==> config.mk <==
export PLATFORM = sky130hd
export DESIGN_NAME = ex_mem_reg_flat
export DESIGN_NICKNAME = d
export VERILOG_FILES = /design/src/source/mem_stage_pkg.sv /design/src/source/ex_mem_if.sv /design/src/source/ex_mem_reg.sv /design/src/flat_wrapper.sv
export SDC_FILE = /design/constraint.sdc
export NUM_CORES = 1
export LEC_CHECK = 0
export ABC_AREA = 1
export CORE_AREA = 2 2 221 223
export DETAILED_ROUTE_END_ITERATION = 7
export DIE_AREA = 0 0 223 225
export DONT_BUFFER_PORTS = 1
export PLACE_DENSITY = 0.47
export SLEW_MARGIN = 20
export SYNTH_ARGS = -nofsm -noshare
export SYNTH_HDL_FRONTEND = slang
export SYNTH_SLANG_ARGS = --single-unit
==> constraint.sdc <==
create_clock -name I_sys_clk -period 1.17 [get_ports I_sys_clk]
set_input_delay 0.351 -clock I_sys_clk [delete_from_list [all_inputs] [get_ports I_sys_clk]]
set_output_delay 0.351 -clock I_sys_clk [all_outputs]
set_load 0.005 [all_outputs]
==> src/source/mem_stage_pkg.sv <==
package mem_stage_pkg;

    typedef logic [63:0] xlen_t;       // Data, address and PC width
    typedef logic [8:0]  rstrb_t;      // Load lanes plus sign control
    typedef logic [7:0]  wstrb_t;      // Store byte lanes
    typedef logic [4:0]  reg_addr_t;   // Destination register number
    typedef logic [2:0]  regin_sel_t;  // Writeback source code

    // Bits 7 to 0 of a load strobe select byte lanes, bit 8 requests sign extension
    localparam int NUM_LANES      = 8;
    localparam int RSTRB_SIGN_BIT = 8;

    typedef enum regin_sel_t {
        WB_ALU  = 3'd0,                // ALU result
        WB_LOAD = 3'd1,                // Aligned load data
        WB_PC4  = 3'd2                 // Return address
    } wb_sel_e;

endpackage

==> src/source/ex_mem_if.sv <==
`timescale 1ns/1ps

interface ex_mem_if;
    import mem_stage_pkg::*;

    logic       valid;
    rstrb_t     rstrb;
    wstrb_t     wstrb;
    xlen_t      alu_out;
    xlen_t      mem_addr;
    xlen_t      rs2_data;                // Store data
    logic       mem_wen;
    xlen_t      pc;
    logic       reg_wen;
    reg_addr_t  rd_addr;
    regin_sel_t regin_sel;

    modport producer (
        output valid, rstrb, wstrb, alu_out, mem_addr, rs2_data,
               mem_wen, pc, reg_wen, rd_addr, regin_sel
    );

    modport ctrl (
        input valid, rstrb, wstrb, mem_wen, mem_addr, reg_wen
    );

    // Shared by the RAM and the MEM/WB register
    modport mem (
        input valid, rstrb, alu_out, mem_addr, rs2_data, pc, rd_addr, regin_sel
    );

endinterface

==> src/source/ex_mem_reg.sv <==
`timescale 1ns/1ps

module ex_mem_reg (
    input  logic                    I_sys_clk,
    input  logic                    I_rst,
    input  logic                    ex_valid,
    input  mem_stage_pkg::rstrb_t     rstrb,
    input  mem_stage_pkg::wstrb_t     wstrb,
    input  mem_stage_pkg::xlen_t      alu_out,
    input  mem_stage_pkg::xlen_t      mem_addr,
    input  mem_stage_pkg::xlen_t      rs2_data,
    input  logic                    mem_wen,
    input  mem_stage_pkg::xlen_t      pc,
    input  logic                    reg_wen,
    input  mem_stage_pkg::reg_addr_t  rd_addr,
    input  mem_stage_pkg::regin_sel_t regin_sel,
    ex_mem_if.producer              em
);
    import mem_stage_pkg::*;

    always_ff @(posedge I_sys_clk) begin
        if (I_rst) begin
            em.valid <= 1'b0;
        end else begin
            em.valid <= ex_valid;                 // A bubble clears valid at the edge
        end
    end

    // Fields hold on a bubble so the last instruction stays visible
    always_ff @(posedge I_sys_clk) begin
        if (I_rst) begin
            em.rstrb     <= '0;
            em.wstrb     <= '0;
            em.alu_out   <= '0;
            em.mem_addr  <= '0;
            em.rs2_data  <= '0;
            em.mem_wen   <= 1'b0;
            em.pc        <= '0;
            em.reg_wen   <= 1'b0;
            em.rd_addr   <= '0;
            em.regin_sel <= '0;
        end else if (ex_valid) begin
            em.rstrb     <= rstrb;
            em.wstrb     <= wstrb;
            em.alu_out   <= alu_out;
            em.mem_addr  <= mem_addr;
            em.rs2_data  <= rs2_data;
            em.mem_wen   <= mem_wen;
            em.pc        <= pc;
            em.reg_wen   <= reg_wen;
            em.rd_addr   <= rd_addr;
            em.regin_sel <= regin_sel;
        end
    end

    // An instruction entering the stage is either a load or a store, never both
    a_load_xor_store: assert property (
        @(posedge I_sys_clk) disable iff (I_rst)
        ex_valid |=> !(em.mem_wen && (|em.rstrb[RSTRB_SIGN_BIT-1:0]))
    ) else $error("Captured instruction has both load lanes and mem_wen");

endmodule

==> src/flat_wrapper.sv <==
// flat-port wrapper written by rule: the top's interface ports become plain ports
module ex_mem_reg_flat import mem_stage_pkg::*;
  (I_sys_clk, I_rst, ex_valid, rstrb, wstrb, alu_out, mem_addr, rs2_data, mem_wen, pc, reg_wen, rd_addr, regin_sel, em_valid, em_rstrb, em_wstrb, em_alu_out, em_mem_addr, em_rs2_data, em_mem_wen, em_pc, em_reg_wen, em_rd_addr, em_regin_sel);
  ex_mem_if em_i ();
  input  logic I_sys_clk;
  input  logic I_rst;
  input  logic ex_valid;
  input  mem_stage_pkg::rstrb_t rstrb;
  input  mem_stage_pkg::wstrb_t wstrb;
  input  mem_stage_pkg::xlen_t alu_out;
  input  mem_stage_pkg::xlen_t mem_addr;
  input  mem_stage_pkg::xlen_t rs2_data;
  input  logic mem_wen;
  input  mem_stage_pkg::xlen_t pc;
  input  logic reg_wen;
  input  mem_stage_pkg::reg_addr_t rd_addr;
  input  mem_stage_pkg::regin_sel_t regin_sel;
  output wire logic [$bits(em_i.valid)-1:0] em_valid;
  output wire logic [$bits(em_i.rstrb)-1:0] em_rstrb;
  output wire logic [$bits(em_i.wstrb)-1:0] em_wstrb;
  output wire logic [$bits(em_i.alu_out)-1:0] em_alu_out;
  output wire logic [$bits(em_i.mem_addr)-1:0] em_mem_addr;
  output wire logic [$bits(em_i.rs2_data)-1:0] em_rs2_data;
  output wire logic [$bits(em_i.mem_wen)-1:0] em_mem_wen;
  output wire logic [$bits(em_i.pc)-1:0] em_pc;
  output wire logic [$bits(em_i.reg_wen)-1:0] em_reg_wen;
  output wire logic [$bits(em_i.rd_addr)-1:0] em_rd_addr;
  output wire logic [$bits(em_i.regin_sel)-1:0] em_regin_sel;
  assign em_valid = em_i.valid;
  assign em_rstrb = em_i.rstrb;
  assign em_wstrb = em_i.wstrb;
  assign em_alu_out = em_i.alu_out;
  assign em_mem_addr = em_i.mem_addr;
  assign em_rs2_data = em_i.rs2_data;
  assign em_mem_wen = em_i.mem_wen;
  assign em_pc = em_i.pc;
  assign em_reg_wen = em_i.reg_wen;
  assign em_rd_addr = em_i.rd_addr;
  assign em_regin_sel = em_i.regin_sel;
  ex_mem_reg u_core (.I_sys_clk(I_sys_clk), .I_rst(I_rst), .ex_valid(ex_valid), .rstrb(rstrb), .wstrb(wstrb), .alu_out(alu_out), .mem_addr(mem_addr), .rs2_data(rs2_data), .mem_wen(mem_wen), .pc(pc), .reg_wen(reg_wen), .rd_addr(rd_addr), .regin_sel(regin_sel), .em(em_i));
endmodule
## Word-level counts from Yosys, hierarchy flattened

Cells that the tools add are included.

| word-level totals | value |
|---|---|
| bits in registers | 284 |
| output and inout port bits | 284 |

## Logic depth before layout (Yosys ltp)

| logic depth | value |
|---|---|
| word-level depth | 0 |
| gate-level depth with buffers | 6 |
| mapped depth without buffers | 4 |

## Worst setup path after synthesis

No wires, ideal clock.

| timing path | value |
|---|---|
| kind | input -> register |
| start | in ex_valid |
| end | reg u_core.em.pc[37] (netlist name) |
| setup time | 113 ps |
| data arrival time | 890 ps |
| required time | 1,057 ps |
| path slack | 167 ps |
| stages | 5 |
| cells stage by stage | buf_6 buf_4 buf_6 nor2_1 nor2_1 |

RTL lines:

| what | RTL line | text |
|---|---|---|
| start, declared | flat_wrapper.sv:7 | `input logic ex_valid;` |
| end, declared | ex_mem_if.sv:20 | `mem_wen, pc, reg_wen, rd_addr, regin_sel` |

==> summary.md <==
| Metric | Value |
|---|---|
| CTS tree | yes |
| GP Congestion | around 0.81 |
| Pwr Total | 25.00 mW |
| Post-synth ARST share | 0 |
| Die area | 50180 sq um |
| EDFF count, synth | 0 |
| CP max stage cell | dlygate4sd3_1 |
| Port bufs | 0 |
| Crit share post-route | 1.590 |
| I/O pin count | 570 |
| Hold WC Path Type | primary input to flip-flop |
| Clk buf depth | 3 |
| Final setup fails | slightly above 400 |
| Netlist cell types | 8 |
| Core area | 47550 sq um |
| Tmin final | 1861 ps |
| Outcome | finished with violations |
| H-Tree Depth | 1 |
| Main synth FF type | dfxtp_1 |
| Share of layout cells above drive strength 1 | 0.1753 |
| Dominant cells by area after synthesis | dfxtp_1 48%, nor2_1 18%, nand2_1 18% |
| Vias in the first global route | 11980 |
| Top-area cell type share of the netlist area | 0.4796 |
| Maxcap violations | 0 |
| Vias per cell | 4.175 |
| Worst EP required | 1640 ps |
| DP Worst Slack | -3.266 ps |
| Syn Area/Cell | 6.600 sq um |
| Chip width | 223 um |
| Worst EP arrival | 2330 ps |
| Register bit total from synthesis | between 200 and 300 |
| Max Slew Vio Count | 221 |
| Failing checks | negative hold slack, max-slew violations, negative setup slack |
| Worst Setup End Kind | flip-flop |
| Yosys top cell by area | dfxtp_1 |
| Post-Syn Nets | 2082 |
| Mapped Area | between 10000 and 15000 sq um |
| Final Routed Wirelength | ~40000 um |
| Critical path's top delay family | buffers and inverters |
| Starting Density | 0.2493 |
| F_max | 0.5375 GHz |
| Most frequent cells after synthesis | 567 x nor2_1, 566 x nand2_1, 285 x inv_1 |
| DRC viols | 0 |
| Final Core Density | 0.3604 |
| Buffers & Inverters on Critical Path | 1 |
| Fin. Hold Viols | 19 |
| WS Path Type | primary input to flip-flop |
| Layout Nets | around 2400 |
| P_leak | 8.831 nW |
| GRT overflow | 0 |
| Syn-to-layout area delta | 44.57% |
| Final cell count without fillers | between 2000 and 3000 |
| Via count | 11461 |
| TritonRoute pass-1 iters | 5 |
| Post-CTS Setup Bufs | 0 |
| Yosys warning count | 0 |
| Antenna viol nets, final | 0 |
| Avg WL per Cell | 14.73 um |
| Clock Latency Late Sink | slightly below 600 ps |
| Tot GR Track Use | 0.1504 |
| Initial antenna violation count | 3 |
| Most used cell, CP | nor2_1 |
| Clock sink total | 284 |
| Worst Max-Slew Pin Slew | a little under 2000 ps |
| Height of the die | between 200 and 250 um |
| RSZ-0062 raised after global routing | yes |
| Clock transition at path regs | 60 ps |
| Sequential share of the synthesized area | 0.4796 |
| Cell row count | 80 |
| Num CTS Buffers | 31 |
| Detail Placement HPWL | about 23000 um |
| Crit path max fanout | 482 |
| Synthesized instance count | 1796 |
| Hold_ws | -67.69 ps |
| First-pass GRT wire length | 61410 um |
| Final WS setup | -690.5 ps |
| Critical Path Max Stage Delay | slightly below 600 ps |
| Final setup skew | 0 ps |
| Relative slew slack | -0.3165 |
| Pwr dens | 1459 nW/um^2 |
| Largest net degree at the start of global routing | 500 |
| Worst-path cell chain | nor2_1, dlygate4sd3_1, nor2_1 |
| Starting DRC count in detailed routing | between 500 and 600 |
| Root buf cell | clkbuf_16 |
| Cell with the most instances after synthesis | nor2_1 |
| Worst setup SP type | primary input |
| DP Cell Count | 2334 |
| Worst-case vdd ir drop | 1.016 mV |
[metrics by stage]
step	hold WS (ps)	cell area (sq um)	TNS [ps]
4_1_cts	0.5108	17910	-44500
3_3_place_gp	439.2	11960	0
6_report	-67.69	17140	-48980
3_5_place_dp	436.9	11960	-6.303
2_1_floorplan	422.3	11850	0
5_1_grt	26.18	17140	-40060
[where the power goes]
part	switching, mW	internal, mW	leakage, nW
Combinational	1.27	1.54	5.81
Sequential	0.644	10.5	2.45
Clock	4.12	6.93	0.577
Total	6.04	19.0	8.83
[worst paths after layout]
check	start	end	slack (ps)	cells past startpoint
worst max register to register	u_core.em.rstrb[2]	u_core.em.rstrb[2]	0	3
worst min register to register	u_core.em.pc[37]	u_core.em.pc[37]	480	2
worst min-delay path	ex_valid	u_core.em.rs2_data[39]	-70	2
worst max-delay path	ex_valid	u_core.em.mem_wen	-690	3
[layer usage]
metal,vias up,share of wire,track usage
met2,513,0.47,0.2664
met3,133,0.10,0.05893
li1,5685,-,-
met1,5130,0.36,0.1511
met5,-,0,0
met4,0,0.056,0.08465
[area by class of cell]
class / count / area, sq um
well taps: 615 / 769.5
clock inverters: 14 / 249.0
inverters: 285 / 1096
diodes: 2 / 5.005
clock buffers: 43 / 910.9
repair inverters: 2 / 17.52
flip-flops and latches: 284 / 6078
fillers: 4774 / 30410
multi-input cells: 1133 / 4270
repair buffers: 367 / 3741
[worst register-to-register path, delay by kind of cell (launching register included)]
family | cells | cell delay, ps
DFF | 1 | 360
buffers and inverters | 1 | 580
and+or+nand+nor | 2 | 120
[layout by cell type (no fill, tap or decap)]
master          synthesis  routed
clkbuf_8                0       9
dfxtp_4                 0      15
inv_2                   0       5
dfxtp_2                 0     269
bufinv_16               0       8
clkbuf_1                1       3
nor2_1                567     560
buf_4                   3      13
nand2_1               566     566
dlygate4sd3_1           0     340
dlymetal6s4s_1          0       7
buf_12                  0       5
inv_6                   0       3
clkinv_2                0       6
diode_2                 0       2
inv_1                 285     279
buf_16                  0       1
nor2_2                  0       7
clkbuf_16               0      32
[flip-flops by register name (all words and copies together), names as in the netlist]
signal and count:
u_core.em.alu_out 64, u_core.em.mem_addr 64, u_core.em.pc 64, u_core.em.rs2_data 64, u_core.em.rstrb 9, u_core.em.wstrb 8, u_core.em.rd_addr 5, u_core.em.regin_sel 3
u_core.em.mem_wen 1, u_core.em.reg_wen 1, u_core.em.valid 1
[kinds of logic after synthesis]
| family | count (synthesis) | synth area share |
|---|---|---|
| simple gates | 1133 | 0.3588 |
| buf+inv | 379 | 0.1616 |
| flops | 284 | 0.4796 |
[repair_timing]
action | 4_1_cts | 5_1_grt
setup endpoints to repair | 284 | 545
hold endpoints to repair | 274 | 18
gates resized for setup | 287 | 34
hold buffers | 440 | 1
pin swaps | 0 | 9
gates cloned | 0 | 3
Power figures use the tool's default switching activity.
