**config.mk**
```make
export PLATFORM = sky130hd
export DESIGN_NAME = load_align
export DESIGN_NICKNAME = d
export VERILOG_FILES = /design/src/source/mem_stage_pkg.sv /design/src/source/load_align.sv
export SDC_FILE = /design/constraint.sdc
export NUM_CORES = 1
export LEC_CHECK = 0
export ABC_AREA = 1
export BUFFER_PORTS_ARGS = -buffer_cell sky130_fd_sc_hd__buf_2
export CORE_ASPECT_RATIO = 0.75
export CORE_MARGIN = 4
export CORE_UTILIZATION = 40
export DETAILED_ROUTE_END_ITERATION = 12
export GPL_ROUTABILITY_DRIVEN = 0
export PLACE_DENSITY = 0.79
export SLEW_MARGIN = 10
export SYNTH_ARGS = -nofsm -noshare
export SYNTH_HDL_FRONTEND = slang
export SYNTH_SLANG_ARGS = --single-unit
export TNS_END_PERCENT = 1
```
**constraint.sdc**
```tcl
create_clock -name vclk -period 7.5
set_input_delay 0.75 -clock vclk [all_inputs]
set_output_delay 0.75 -clock vclk [all_outputs]
set_load 0.03 [all_outputs]
```
**src/source/mem_stage_pkg.sv**
```systemverilog
package mem_stage_pkg;

    typedef logic [63:0] xlen_t;       // Data, address and PC width
    typedef logic [8:0]  rstrb_t;      // Load lanes plus sign control
    typedef logic [7:0]  wstrb_t;      // Store byte lanes
    typedef logic [4:0]  reg_addr_t;   // Destination register number
    typedef logic [2:0]  regin_sel_t;  // Writeback source code

    // Bits 7 to 0 of a load strobe select byte lanes, bit 8 requests sign extension
    localparam int NUM_LANES      = 8;
    localparam int RSTRB_SIGN_BIT = 8;

    typedef enum regin_sel_t {
        WB_ALU  = 3'd0,                // ALU result
        WB_LOAD = 3'd1,                // Aligned load data
        WB_PC4  = 3'd2                 // Return address
    } wb_sel_e;

endpackage

```
**src/source/load_align.sv**
```systemverilog
`timescale 1ns/1ps

module load_align (
    input  mem_stage_pkg::xlen_t  rdata,
    input  mem_stage_pkg::rstrb_t rstrb,
    input  logic [2:0]            offset,
    output mem_stage_pkg::xlen_t  load_data
);
    import mem_stage_pkg::*;

    xlen_t      shifted;
    logic [3:0] nbytes;
    logic       sign_bit;

    always_comb begin
        shifted = rdata >> {offset, 3'b000};      // Lowest addressed byte lands at bit 0
        nbytes  = '0;
        for (int i = 0; i < NUM_LANES; i++) begin
            nbytes = nbytes + 4'(rstrb[i]);
        end

        // Top bit of the last kept byte
        sign_bit = 1'b0;
        for (int i = 0; i < NUM_LANES; i++) begin
            if (4'(i) < nbytes) begin
                sign_bit = shifted[8*i + 7];
            end
        end
        sign_bit = sign_bit && rstrb[RSTRB_SIGN_BIT];

        for (int i = 0; i < NUM_LANES; i++) begin
            if (4'(i) < nbytes) begin
                load_data[8*i +: 8] = shifted[8*i +: 8];
            end else begin
                load_data[8*i +: 8] = {8{sign_bit}}; // Zero fill when unsigned or no load
            end
        end
    end

endmodule

```
# After elaboration in Yosys (flattened, before gate mapping)
# Index checks and enable logic that the tools add are counted.
# word_totals
input_bits	76
out_inout_bits	64
word_cells	33
regBits	0
# classes
n_addsub	7
magnitude_cmp	8
shifts	1
reduce_logical	1
n_mux	16
# op_table
cell	n
$mux 8	8
$shr 64x6->64	1
$add 4x1->4	4
$lt 3x4->1 const A	4
$lt 1x4->1 const A	2
$lt 2x4->1 const A	2
$mux 1	8
$add 3x1->4	1
$add 2x1->3	1
$add 1x1->2	1
$logic_and 1x1->1	1

# Depth between registers and ports, before layout
# Gate-level depths: netlist (run 1).
# logic_depth
depth_word	18
depth_mapped	23
ltp_nobuf	23

# Worst setup path after synthesis (run 1)
# OpenSTA, ideal clock, no wires.
# synth_timing
kind	input port to output port
from	input port rstrb[0]
to	output port load_data[48]
arrival_time_ns	4.276
setup_slack_ns	2.474
path_buffers	0
cell_stages	17
required_ns	6.750
path_cell_list	inv_1 -> fa_1 -> fa_1 -> fa_1 -> inv_1 -> ha_1 -> fa_1 -> nand2_1 -> inv_1 -> o21ai_4 -> nor2_8 -> nand4_2 -> nor2_1 -> nor2_2 -> nand2_8 -> nand3_4 -> nand2_1
# synth_between
elab_chain_len	18
word_cells_on_any_way	25
# synth_lines
element	line_no	text
start, declared	load_align.sv:5	input mem_stage_pkg::rstrb_t rstrb,
$add 1x1->2 (*)	load_align.sv:19	nbytes = nbytes + 4'(rstrb[i]);
$add 2x1->3 (*)	load_align.sv:19	
$add 3x1->4 (*)	load_align.sv:19	
$add 4x1->4 (*) (4 in series)	load_align.sv:19	
$lt 1x4->1	load_align.sv:25	if (4'(i) < nbytes) begin
$mux 1 (8 in series)	load_align.sv:25	
$logic_and 1x1->1	load_align.sv:29	sign_bit = sign_bit && rstrb[RSTRB_SIGN_BIT];
$mux 8 (*)	load_align.sv:32	if (4'(i) < nbytes) begin
end, declared	load_align.sv:7	output mem_stage_pkg::xlen_t load_data
# Every way passes the cells marked *; elsewhere a longest branch is shown, timed or not.

# Final worst setup path (run 1)
# layout_timing
from	input port rstrb[0]
to	output port load_data[15]
# The elaborated chain is that of the path after synthesis.

==> results of run 1 <==
-- path summary, 6_finish.rpt --
| check | from | end | cells past startpoint |
|---|---|---|---|
| max | rstrb[0] | load_data[15] | 19 |
| min | rdata[2] | load_data[2] | 6 |
-- logic make-up (layout without fill, tap and decap cells) --
family | Yosys count | after routing
buffers and inverters | 76 | 189
AND/OR/NAND/NOR | 283 | 283
multiplexers | 27 | 27
AO/OA/AOI/OAI | 81 | 81
adder cells (fa/ha/maj) | 7 | 7
-- power breakdown --
group / switching (mW) / internal, mW / leakage (nW) / total (mW)
clock network: 0 / 0 / 0 / 0
logic: 0.639 / 0.232 / 2.00 / 0.871
registers: 0 / 0 / 0 / 0
-- layout make-up --
type                            count  area [sq um]  share of cell area [%]
Inverter                           46           181                    5.57
Multi-Input combinational cell    398          2250                    69.1
Tap cell                           81           101                    3.11
Timing Repair Buffer              143           723                    22.2
-- synth_stat cells --
| library cell | count | share of area [%] |
|---|---|---|
| nand2_1 | 189 | 28 |
| o211ai_1 | 42 | 12 |
| inv_1 | 39 | 5.7 |
| nand3_1 | 32 | 6.2 |
| nor2_1 | 28 | 4.1 |
| mux2i_1 | 27 | 10 |
| o21ai_0 | 26 | 5.0 |
| clkbuf_1 | 14 | 2.0 |
| nand2_2 | 10 | 2.4 |
| buf_2 | 7 | 1.4 |
| nand3_4 | 7 | 4.8 |
| a21oi_1 | 6 | 1.2 |
| buf_1 | 5 | 0.73 |
| inv_2 | 5 | 0.73 |
| fa_1 | 4 | 3.1 |
| or2_2 | 4 | 0.97 |
| buf_4 | 3 | 0.87 |
| ha_1 | 3 | 1.5 |
| nand2_4 | 3 | 1.3 |
| a211oi_1 | 2 | 0.58 |
| nor2_2 | 2 | 0.49 |
| a311oi_1 | 1 | 0.34 |
| and2_1 | 1 | 0.24 |
| buf_12 | 1 | 0.78 |
| clkinv_2 | 1 | 0.19 |
| inv_8 | 1 | 0.44 |
| nand2_8 | 1 | 0.78 |
| nand3_2 | 1 | 0.39 |
| nand4_1 | 1 | 0.24 |
| nand4_2 | 1 | 0.49 |
| nor2_4 | 1 | 0.44 |
| nor2_8 | 1 | 0.78 |
| nor3_1 | 1 | 0.19 |
| o21ai_1 | 1 | 0.19 |
| o21ai_4 | 1 | 0.63 |
| o221ai_1 | 1 | 0.34 |
| o311ai_0 | 1 | 0.34 |
-- through the flow --
stage          instance area [sq um]  hold slack, ps  util, %
2_1_floorplan                   2580            1750        -
3_3_place_gp                    3250            2010     51.8
3_5_place_dp                    3250            2000     51.8
4_1_cts                         3250            2010     51.8
5_1_grt                         3250            2040     51.8
6_report                        3250            2010     51.8
-- metal layers --
layer  track usage (%)  vias up  part of all wire, %
met1              34.3     1660                   42
met5                 0        -                    0
met2              39.5      260                   45
li1                  -     1792                    -
met4              3.90        0                  1.5
met3              3.41       18                   12
==> flow_summary.ini, run 1 <==
[outcome]
status = complete, no violations

[sta]
maxSlewViolCount = 0
timing.setup.tns_ps = 0
worst_pin_slew_ps = 870
finalCriticalPeriod_ps = 5590
setup_violations = 0
rsz0062_at_grt = false
fmax_mhz = 179
finalHoldViolCount = 0
max_slew_margin_pct = 41.9
min_period_over_period_pct = 74.5
setup_ws_ps = 1910

[floorplan]
dieWidth_microns = 101
start_util_pct = 41.0
ioPinCount = 140
core-area_sq_um = 6290
rows = 25
die_area_sq_um = 7810
die_h_microns = 77.5

[worst_setup_path]
cp_cell_sequence = buf_2 > inv_1 > fa_1 > fa_1 > fa_1 > inv_1 > ha_1 > fa_1 > inv_1 > o21ai_1 > inv_2 > nor2_2 > nand2_1 > nand2_1 > nand2_2 > nand2_8 > nand3_4 > nand2_2 > buf_2
crit_path_frequent_cell = fa_1
worst_setup_path_end_kind = output pin
required_ps = 6750
arrival_ps = 4840
path_buf_inv = 6
worstPathMaxFanout = 8
cp_slowest_stage_delay_ps = 620
start_kind = primary input
crit_family = adder cells
crit_type = primary input to output pin
slowest_stage = fa_1

[final_layout]
areaGrowthSynthToFinish_pct = 26.2
nFillCells = 674
final_cell_mix = 189 x nand2_1, 140 x buf_2, 42 x o211ai_1
final_common_cell = nand2_1
seq_cells = 0
nClkBuffers = 0
diodes = 0
seq_area_sq_um = 0
num-nets-final = 672
instances_no_fill = 668
final_layout_size_suffix_gt1_share_pct = 31.0

[logic_synthesis]
avgSynthCellArea_sq_um = 5.44
synthXorXnorAreaFrac_pct = 0
syn-num-nets = 557
synth_compound_area_share_pct = 20.9
yosysSeqAreaShare_pct = 0
synth_simple_gate_area_share_pct = 51.3
yosysUniqueCellTypes = 37
synth-adder-area-share_pct = 4.56
synth_mux_area_share_pct = 10.5
synth_top_family_by_area = simple AND/OR/NAND/NOR gates
netlist_area_sq_um = 2580
yosysWarnings = 0
syn_inst = 474

[detailed_routing]
num_vias = 3730
routed_via_density = 5.58
drc = 0
wl_per_cell_microns = 15.3
wl_microns = 10300
ant_nets = 0
drtIter0Drc = 293
dr.pass1.iters = 7

[clock_network]
holdBufCountCts = 0
ctsResizeCount = 0
post_cts_buffers = 0

[global_routing]
grt_usage_pct = 24.3
overflow = 0
grt_pass1_vias = 3486
grt_pass1_wl_microns = 16000
grt_max_degree = 59
antenna_found_initial = 0

[placed_design]
dp_cells = 668
hpwl_microns = 8100
port_buffers = 140
dp_slack_ps = 1950

[power]
power_uw = 871
ir_drop_mv = 0.177
powerDensity_nw_per_um2 = 268
p_leak_nw = 2.00

[flow_run]
maxCapViolations = 0

[min_path]
hold_path.class = primary input to output pin
(Power assumes the default switching activity.)
==> run 2: changes to the inputs <==
==> constraint.sdc (replaced) <==
create_clock -name vclk -period 5.4
set_input_delay 0.54 -clock vclk [all_inputs]
set_output_delay 0.54 -clock vclk [all_outputs]
set_load 0.03 [all_outputs]
==> flow_summary.ini, run 2 (same netlist as run 1, synthesis figures left out) <==
[detailed_routing]
wl_microns = 9910
drc = 0
num_vias = 3729
drtIter0Drc = 307
ant_nets = 0
wl_per_cell_microns = 14.8
routed_via_density = 5.56
dr.pass1.iters = 5

[worst_setup_path]
startpoint = rstrb[0]
crit_end = load_data[10]
cp_slowest_stage_delay_ps = 550
worstPathMaxFanout = 11
cp_cell_sequence = buf_2 > inv_1 > fa_1 > fa_1 > fa_1 > inv_1 > ha_1 > fa_1 > inv_1 > nand2_1 > nand2_2 > nand2_4 > nor2_4 > nand3_1 > nand2_1 > nand2_1 > nand3_1 > nand3_1 > nand2_1 > nand2_2 > nand2_8 > nand3_4 > nand2_2 > buf_2
slowest_stage = fa_1
worst_setup_path_end_kind = output pin
required_ps = 4860
arrival_ps = 4550
crit_type = primary input to output pin
start_kind = primary input

[placed_design]
hpwl_microns = 8060
post_dp_cell_area_sq_um = 3280
dp_cells = 671
port_buffers = 140

[outcome]
status = complete, no violations

[sta]
setup_violations = 0
finalCriticalPeriod_ps = 5090
maxSlewViolCount = 0
fmax_mhz = 197
finalHoldViolCount = 0
worst_pin_slew_ps = 861
rsz0062_at_grt = false
min_period_over_period_pct = 94.2
holdWs_ps = 1580
timing.setup.tns_ps = 0
max_slew_margin_pct = 42.5

[global_routing]
antenna_found_initial = 0
grt_max_degree = 58
grt_pass1_wl_microns = 15300
grt_pass1_vias = 3245
overflow = 0
grt_usage_pct = 23.2

[flow_run]
maxCapViolations = 0

[final_layout]
diodes = 0
multi_input_area_sq_um = 2250
final_cell_mix = 189 x nand2_1, 140 x buf_2, 42 x o211ai_1
areaGrowthSynthToFinish_pct = 27.1
num-nets-final = 675
nClkBuffers = 0
instances_no_fill = 671
seq_area_sq_um = 0
seq_cells = 0
fin_area_sq_um = 3280
final_layout_size_suffix_gt1_share_pct = 31.4
final_common_cell = nand2_1
nFillCells = 649

[floorplan]
ioPinCount = 140
start_util_pct = 41.0
core-area_sq_um = 6290
dieWidth_microns = 101
rows = 25
die_area_sq_um = 7810
die_h_microns = 77.5

[power]
p_leak_nw = 2.01
powerDensity_nw_per_um2 = 373
ir_drop_mv = 0.244

[clock_network]
holdBufCountCts = 0
post_cts_buffers = 0
ctsResizeCount = 0

[min_path]
hold_path.class = primary input to output pin
[run 2: changes by cell type in the layout (fill, tap and decap cells not counted), sizes merged]
cell	change
buf	+3
[run 2: metrics by stage]
| stage | util [%] | worst slack (ps) | power, mW |
|---|---|---|---|
| floorplan | - | 794 | 0.875 |
| global placement | 52.1 | 432 | 1.20 |
| detailed placement | 52.1 | 342 | 1.22 |
| CTS | 52.1 | 336 | 1.22 |
| global route | 52.1 | 148 | 1.29 |
| finish | 52.1 | 313 | 1.22 |
[run 2: power breakdown]
part           internal, mW  switching [mW]
Clock                     0               0
Combinational         0.331           0.892
Sequential                0               0
[run 2: final cells by class]
type                       instances  share of cell area (%)
inverter                          46                    5.54
multi-input combinational        398                    68.6
tap                               81                    3.09
timing repair buffer             146                    22.8
[run 2: worst max-delay path, delay by kind of cell]
family,cells,cell delay (ps)
adder cells (fa/ha/maj),5,2040
buffers and inverters,5,420
AND/OR/NAND/NOR,14,1520
[run 2: how the worst min path moves through the flow]
stage	from	end	slack (ps)	depth (start not counted)
2_1_floorplan	rstrb[8]	load_data[10]	1330	2
3_3_place_gp	rdata[57]	load_data[57]	1580	6
3_5_place_dp	rdata[57]	load_data[57]	1580	6
4_1_cts	rdata[57]	load_data[57]	1580	6
5_1_grt	rdata[57]	load_data[57]	1610	6
6_report	rdata[3]	load_data[3]	1580	4
[run 2: per-layer routing]
metal	track usage, %	up-vias	part of all wire [%]
met5	0	-	0
met4	3.77	0	1.8
met3	1.62	20	12
met2	37.3	257	44
met1	34.1	1652	42
li1	-	1800	-
