==> src/source/mem_stage_pkg.sv <==
package mem_stage_pkg;

    typedef logic [63:0] xlen_t;       // Data, address and PC width
    typedef logic [8:0]  rstrb_t;      // Load lanes plus sign control
    typedef logic [7:0]  wstrb_t;      // Store byte lanes
    typedef logic [4:0]  reg_addr_t;   // Destination register number
    typedef logic [2:0]  regin_sel_t;  // Writeback source code

    // Bits 7 to 0 of a load strobe select byte lanes, bit 8 requests sign extension
    localparam int NUM_LANES      = 8;
    localparam int RSTRB_SIGN_BIT = 8;

    typedef enum regin_sel_t {
        WB_ALU  = 3'd0,                // ALU result
        WB_LOAD = 3'd1,                // Aligned load data
        WB_PC4  = 3'd2                 // Return address
    } wb_sel_e;

endpackage

==> src/source/ex_mem_if.sv <==
`timescale 1ns/1ps

interface ex_mem_if;
    import mem_stage_pkg::*;

    logic       valid;
    rstrb_t     rstrb;
    wstrb_t     wstrb;
    xlen_t      alu_out;
    xlen_t      mem_addr;
    xlen_t      rs2_data;                // Store data
    logic       mem_wen;
    xlen_t      pc;
    logic       reg_wen;
    reg_addr_t  rd_addr;
    regin_sel_t regin_sel;

    modport producer (
        output valid, rstrb, wstrb, alu_out, mem_addr, rs2_data,
               mem_wen, pc, reg_wen, rd_addr, regin_sel
    );

    modport ctrl (
        input valid, rstrb, wstrb, mem_wen, mem_addr, reg_wen
    );

    // Shared by the RAM and the MEM/WB register
    modport mem (
        input valid, rstrb, alu_out, mem_addr, rs2_data, pc, rd_addr, regin_sel
    );

endinterface

==> src/source/mem_wb_reg.sv <==
`timescale 1ns/1ps

module mem_wb_reg (
    input  logic                     I_sys_clk,
    input  logic                     I_rst,
    ex_mem_if.mem                    em,
    input  logic                     reg_wen_ok,
    input  logic                     fault,
    input  mem_stage_pkg::xlen_t     load_data,
    output mem_stage_pkg::rstrb_t    wb_rstrb,
    output logic [2:0]               wb_offset,
    output logic                     wb_valid,
    output logic                     wb_reg_wen,
    output mem_stage_pkg::reg_addr_t wb_rd_addr,
    output mem_stage_pkg::xlen_t     wb_data,
    output logic                     mem_fault
);
    import mem_stage_pkg::*;

    regin_sel_t regin_q;
    xlen_t      alu_q;
    xlen_t      pc_q;
    wb_sel_e    sel;

    always_ff @(posedge I_sys_clk) begin
        if (I_rst) begin
            wb_valid   <= 1'b0;
            wb_reg_wen <= 1'b0;
            mem_fault  <= 1'b0;
        end else begin
            wb_valid   <= em.valid;
            wb_reg_wen <= reg_wen_ok;              // Already gated by valid and fault
            mem_fault  <= fault;
        end
    end

    always_ff @(posedge I_sys_clk) begin
        wb_rd_addr <= em.rd_addr;
        regin_q    <= em.regin_sel;
        alu_q      <= em.alu_out;
        pc_q       <= em.pc;
        wb_rstrb   <= em.rstrb;
        wb_offset  <= em.mem_addr[2:0];           // Lines up with the registered RAM read
    end

    always_comb begin
        case (regin_q)
            WB_LOAD: sel = WB_LOAD;
            WB_PC4:  sel = WB_PC4;
            default: sel = WB_ALU;                 // Unused codes write the ALU result
        endcase
    end

    always_comb begin
        case (sel)
            WB_LOAD: wb_data = load_data;
            WB_PC4:  wb_data = pc_q + 64'd4;
            default: wb_data = alu_q;
        endcase
    end

endmodule

==> src/flat_wrapper.sv <==
// flat-port wrapper written by rule: the top's interface ports become plain ports
module mem_wb_reg_flat import mem_stage_pkg::*;
  (I_sys_clk, I_rst, reg_wen_ok, fault, load_data, wb_rstrb, wb_offset, wb_valid, wb_reg_wen, wb_rd_addr, wb_data, mem_fault, em_valid, em_rstrb, em_alu_out, em_mem_addr, em_rs2_data, em_pc, em_rd_addr, em_regin_sel);
  ex_mem_if em_i ();
  input  logic I_sys_clk;
  input  logic I_rst;
  input  logic reg_wen_ok;
  input  logic fault;
  input  mem_stage_pkg::xlen_t load_data;
  output mem_stage_pkg::rstrb_t wb_rstrb;
  output logic [2:0] wb_offset;
  output logic wb_valid;
  output logic wb_reg_wen;
  output mem_stage_pkg::reg_addr_t wb_rd_addr;
  output mem_stage_pkg::xlen_t wb_data;
  output logic mem_fault;
  input wire logic [$bits(em_i.valid)-1:0] em_valid;
  input wire logic [$bits(em_i.rstrb)-1:0] em_rstrb;
  input wire logic [$bits(em_i.alu_out)-1:0] em_alu_out;
  input wire logic [$bits(em_i.mem_addr)-1:0] em_mem_addr;
  input wire logic [$bits(em_i.rs2_data)-1:0] em_rs2_data;
  input wire logic [$bits(em_i.pc)-1:0] em_pc;
  input wire logic [$bits(em_i.rd_addr)-1:0] em_rd_addr;
  input wire logic [$bits(em_i.regin_sel)-1:0] em_regin_sel;
  assign em_i.valid = em_valid;
  assign em_i.rstrb = em_rstrb;
  assign em_i.alu_out = em_alu_out;
  assign em_i.mem_addr = em_mem_addr;
  assign em_i.rs2_data = em_rs2_data;
  assign em_i.pc = em_pc;
  assign em_i.rd_addr = em_rd_addr;
  assign em_i.regin_sel = em_regin_sel;
  mem_wb_reg u_core (.I_sys_clk(I_sys_clk), .I_rst(I_rst), .em(em_i), .reg_wen_ok(reg_wen_ok), .fault(fault), .load_data(load_data), .wb_rstrb(wb_rstrb), .wb_offset(wb_offset), .wb_valid(wb_valid), .wb_reg_wen(wb_reg_wen), .wb_rd_addr(wb_rd_addr), .wb_data(wb_data), .mem_fault(mem_fault));
endmodule
==> config.mk <==
export PLATFORM = sky130hd
export DESIGN_NAME = mem_wb_reg_flat
export DESIGN_NICKNAME = d
export VERILOG_FILES = /design/src/source/mem_stage_pkg.sv /design/src/source/ex_mem_if.sv /design/src/source/mem_wb_reg.sv /design/src/flat_wrapper.sv
export SDC_FILE = /design/constraint.sdc
export NUM_CORES = 1
export LEC_CHECK = 0
export ABC_CLOCK_PERIOD_IN_PS = 2200
export BUFFER_PORTS_ARGS = -buffer_cell sky130_fd_sc_hd__buf_2
export CAP_MARGIN = 5
export CORE_AREA = 2 2 167 169
export CTS_BUF_LIST = sky130_fd_sc_hd__clkbuf_4
export CTS_CLUSTER_SIZE = 10
export DETAILED_ROUTE_END_ITERATION = 7
export DIE_AREA = 0 0 169 171
export HOLD_SLACK_MARGIN = 0.06
export PLACE_DENSITY = 0.46
export SLEW_MARGIN = 5
export SYNTH_ARGS = -nofsm -noshare
export SYNTH_HDL_FRONTEND = slang
export SYNTH_SLANG_ARGS = --single-unit
==> constraint.sdc <==
create_clock -name I_sys_clk -period 2.2 [get_ports I_sys_clk]
set_input_delay 0.22 -clock I_sys_clk [delete_from_list [all_inputs] [get_ports I_sys_clk]]
set_output_delay 0.22 -clock I_sys_clk [all_outputs]
set_load 0.01 [all_outputs]
# Yosys cells after proc, flatten, opt, wreduce, memory -nomap -nowiden
# Index checks and enable logic that the tools add are counted.
# word_totals
reg_bits	151
wordCells	16
input_bits	342
out_inout_bits	84
# op_classes
add_sub_neg	1
eq_ne	4
muxes	2
# op_table
operator	n
64-bit one-hot mux with 2 select lines	1
64-bit by 3-bit adder with 64-bit output (second input constant)	1
3-bit by 1-bit == test with 1-bit output (second input constant)	2
3-bit by 2-bit == test with 1-bit output (second input constant)	2
2-bit one-hot mux with 2 select lines	1

# Longest topological paths before layout
# depth
word_depth	4
depth_mapped	9
mapped_depth_nobuf	7

# Least setup slack after synthesis
# Ideal clock, no wire load.
# synth_path
path_type	register to output
from	register u_core.pc_q[2]
to	output wb_data[40]
required_ns	1.980
stages_incl_launch_ff	8
n_path_buf	0
arrival_ns	2.054
slack_ns	-0.074
cell_sequence	dfxtp_1 -> ha_1 -> nand3_2 -> nor4_2 -> nand3_4 -> or4_4 -> xor2_1 -> o21ai_2
# synth_via
elab_chain_len	2
# synth_lines
element	line_no	rtl
from (decl)	mem_wb_reg.sv:22	xlen_t pc_q;
from (signal assigned)	mem_wb_reg.sv:41	pc_q <= em.pc;
64-bit by 3-bit adder with 64-bit output	mem_wb_reg.sv:57	WB_PC4: wb_data = pc_q + 64'd4;
64-bit one-hot mux with 2 select lines	mem_wb_reg.sv:55	case (sel)
to (decl)	flat_wrapper.sv:15	output mem_stage_pkg::xlen_t wb_data;
# Every way passes these cells.

# Worst setup path after layout
# layout_path
from	register u_core.pc_q[6]
to	output wb_data[40]
# Same word-level chain as after synthesis.

==> results.py <==
metrics = {
    "floorplan": {
        "die_w_um": 169,
        "start_util_pct": 19.5,
        "core-area_mm2": 0.0273,
        "ios": 426,
        "dieArea_mm2": 0.0289,
        "fp.dieH_um": 171,
        "rows": 61,
    },
    "worst_setup_path": {
        "critPathMaxStageDelay_ps": 510,
        "cp-end-kind": "primary output",
        "cp.depth": 8,
        "cp-start-kind": "flip-flop",
        "arrival_ps": 2630,
        "cp_max_fo": 4,
        "cp.required_ps": 1980,
        "cp_top_family": "simple AND/OR/NAND/NOR gates",
        "worstPathCellList": "nand4_1 -> nor4_4 -> buf_4 -> nand3_4 -> or4_4 -> xor2_2 -> o21ai_2 -> buf_2",
        "path_buf_inv": 2,
        "critPathKind": "flip-flop to primary output",
        "worst_path_max_delay_cell": "or4_4",
        "endpoint": "wb_data[40]",
        "crit_start": "u_core.pc_q[6]",
    },
    "route": {
        "drtIter0Drc": 251,
        "drc": 0,
        "vias": 6161,
        "drtAntennaViolNets": 0,
        "wire_per_inst_um": 18.4,
        "first_pass_iters": 4,
        "wl_mm": 26.8,
        "viasPerCell": 4.24,
    },
    "timing": {
        "post-route-min-period_ps": 2850,
        "fin_ws_ps": -646,
        "finalSetupViolCount": 64,
        "post-route-period-util_pct": 129,
        "final_max_slew_viol_count": 0,
        "slew_headroom_pct": 72.3,
        "fmax_ghz": 0.351,
        "tns_ps": -30480,
        "rsz0062_at_grt": "yes",
        "tightestPinTransition_ps": 412,
        "holdWs_ps": 273,
        "finalHoldViolCount": 0,
    },
    "outcome": {
        "violations": "setup timing",
        "status": "complete, but fails checks",
    },
    "logic_synthesis": {
        "synth_area_leaders": "dfxtp_1, a22oi_1, xor2_1, o21ai_0, xnor2_1",
        "synth.distinct_cells": 35,
        "syn_nets": 871,
        "ys.flop_type": "dfxtp_1",
        "syn_inst": 526,
        "synth_top_area_cell": "dfxtp_1",
        "synthesis.area_mm2": 0.00534,
        "yosysWarnings": 0,
        "synth_edf_count": 0,
        "syn-mean-instance-area_um2": 10.1,
        "ys_seq_area_share_pct": 56.6,
        "async_reset_ff_share_pct": 0,
        "netlist.area_leader.share_pct": 56.6,
        "ys_seq_elements": 151,
    },
    "layout": {
        "seq_area_mm2": 0.00305,
        "final_nets": 1436,
        "areaGrowthSynthToFinish_pct": 121,
        "nFillCells": 2635,
        "multiInputGateArea_mm2": 0.00331,
        "drive_above_1_share_pct": 56.7,
    },
    "clocking": {
        "clock_path_buffers": 2,
        "clockRootBuffer": "clkbuf_4",
        "cts_made_buffers": 17,
        "clkSinkCount": 151,
        "path_clk_slew_ps": 170,
        "htree_levels": 4,
        "tritoncts": "done",
    },
    "power_and_ir_drop": {
        "p_leak_nw": 5.16,
        "vdd_drop_max_v": 0.000254,
        "power_density_mw_per_mm2": 535,
    },
    "placed_design": {
        "place.gp.congestion": 0.725,
        "dp_slack_ps": -282,
        "io_buffers": 300,
        "dp_hpwl_mm": 16.8,
    },
    "global_route": {
        "antenna_found_initial": 3,
        "track_usage_pct": 18.3,
        "grt_pass1_vias": 6628,
        "grt_pass1_wl_mm": 38.8,
        "grt_start_max_net_pins": 21,
        "grt-ovfl-total": 0,
    },
    "worst_hold_path": {
        "hold_path_class": "primary input to flip-flop",
    },
    "job": {
        "cap_violations": 0,
    },
}
==> timing repair <==
item,CTS,global route
hold buffers,152,0
gates cloned,18,1
pin swaps,56,37
endpoints found under the setup margin,64,64
buffers inserted,21,17
endpoints found under the hold margin,151,0
resized for setup,257,89
==> worst min path at each step <==
stage | startpoint | to | slack [ps] | cells after the start
2_1_floorplan | em_alu_out[0] | u_core.alu_q[0] | 250 | 0
3_3_place_gp | em_alu_out[23] | u_core.alu_q[23] | 320 | 1
3_5_place_dp | em_alu_out[24] | u_core.alu_q[24] | 320 | 1
4_1_cts | em_rd_addr[0] | u_core.wb_rd_addr[0] | 200 | 2
5_1_grt | em_rstrb[2] | u_core.wb_rstrb[2] | 200 | 2
6_report | em_alu_out[24] | u_core.alu_q[24] | 270 | 2
==> cells in the final DEF, fill, tap and decap left out, types with 8 or more instances in the layout <==
master,n
a22oi_1,33
a22oi_2,21
buf_12,14
buf_16,17
buf_2,288
buf_4,63
buf_6,33
clkbuf_4,18
dfxtp_1,130
dfxtp_2,20
dlygate4sd3_1,152
inv_1,16
nand2_1,28
nand3_1,14
nand3_4,8
nand4_1,15
nor2_4,12
o21ai_1,33
o21ai_2,14
xnor2_1,13
xnor2_2,13
xor2_1,19
xor2_2,8
==> cell families (layout without fill, tap and decap cells) <==
family	after synthesis	after routing	synth area share, %
other	0	3	0
XOR/XNOR	60	60	9.84
flip-flops	151	151	56.6
buffers and inverters	42	620	3.02
AO/OA/AOI/OAI	124	124	14.9
AND/OR/NAND/NOR	146	146	14.9
adder cells (fa/ha/maj)	3	3	0.703
==> sequential cells by signal (all words and copies together) (netlist names) <==
register,flops
u_core.wb_offset,3
u_core.alu_q,64
u_core.pc_q,64
u_core.mem_fault,1
u_core.regin_q,3
u_core.wb_reg_wen,1
u_core.wb_rstrb,9
u_core.wb_rd_addr,5
u_core.wb_valid,1
==> cells in the mapped netlist, types with 2 or more instances <==
library cell,count
clkbuf_1,25
inv_1,16
o21ai_1,3
a22oi_1,54
dfxtp_1,151
o221ai_1,4
nor3_1,9
nor4_1,8
or2_2,2
nand2_1,38
xor2_1,33
nor2_1,18
a221oi_1,6
a21oi_1,6
or4_4,2
nor2b_1,4
ha_1,3
xnor2_1,27
nand3_1,27
nand4_1,15
o21ai_0,50
nor4_2,2
and3_1,9
and2_1,3
==> per-stage QoR <==
stage                     util (%)  area [um2]  power [W]  cells
after floorplan                  -        5350    0.00331    526
after global placement        28.8        7880    0.00382   1223
after detailed placement      28.8        7880    0.00383   1223
after CTS                     41.6       11400    0.00635   1441
after global routing          43.2       11800    0.00664   1451
final                         43.2       11800    0.00632   1453
==> power by group <==
part | leakage [nW] | total [W] | internal, W | switching (W)
Clock | 0.168 | 0.00195 | 0.000744 | 0.00121
Combinational | 3.72 | 0.00139 | 0.000792 | 0.000596
Sequential | 1.27 | 0.00298 | 0.00289 | 0.0000933
Total | 5.16 | 0.00632 | 0.00442 | 0.00190
==> routing by layer <==
metal	track usage [%]	vias up	share of wire, %
met1	24.2	2928	46
li1	-	3013	-
met5	0	-	0
met2	30.0	202	47
met3	4.74	18	5.9
met4	4.12	0	0.93
==> cell type report <==
| cell class | instances | share of cell area [%] |
|---|---|---|
| Inverter | 16 | 0.508 |
| Clock buffer | 18 | 1.14 |
| Tap cell | 346 | 3.66 |
| Sequential cell | 151 | 25.8 |
| Timing Repair Buffer | 572 | 39.3 |
| Antenna cell | 3 | 0.0635 |
| Multi-Input combinational cell | 333 | 28.0 |
| Clock inverter | 14 | 1.51 |
No activity file was read; power rests on OpenSTA's default activity.
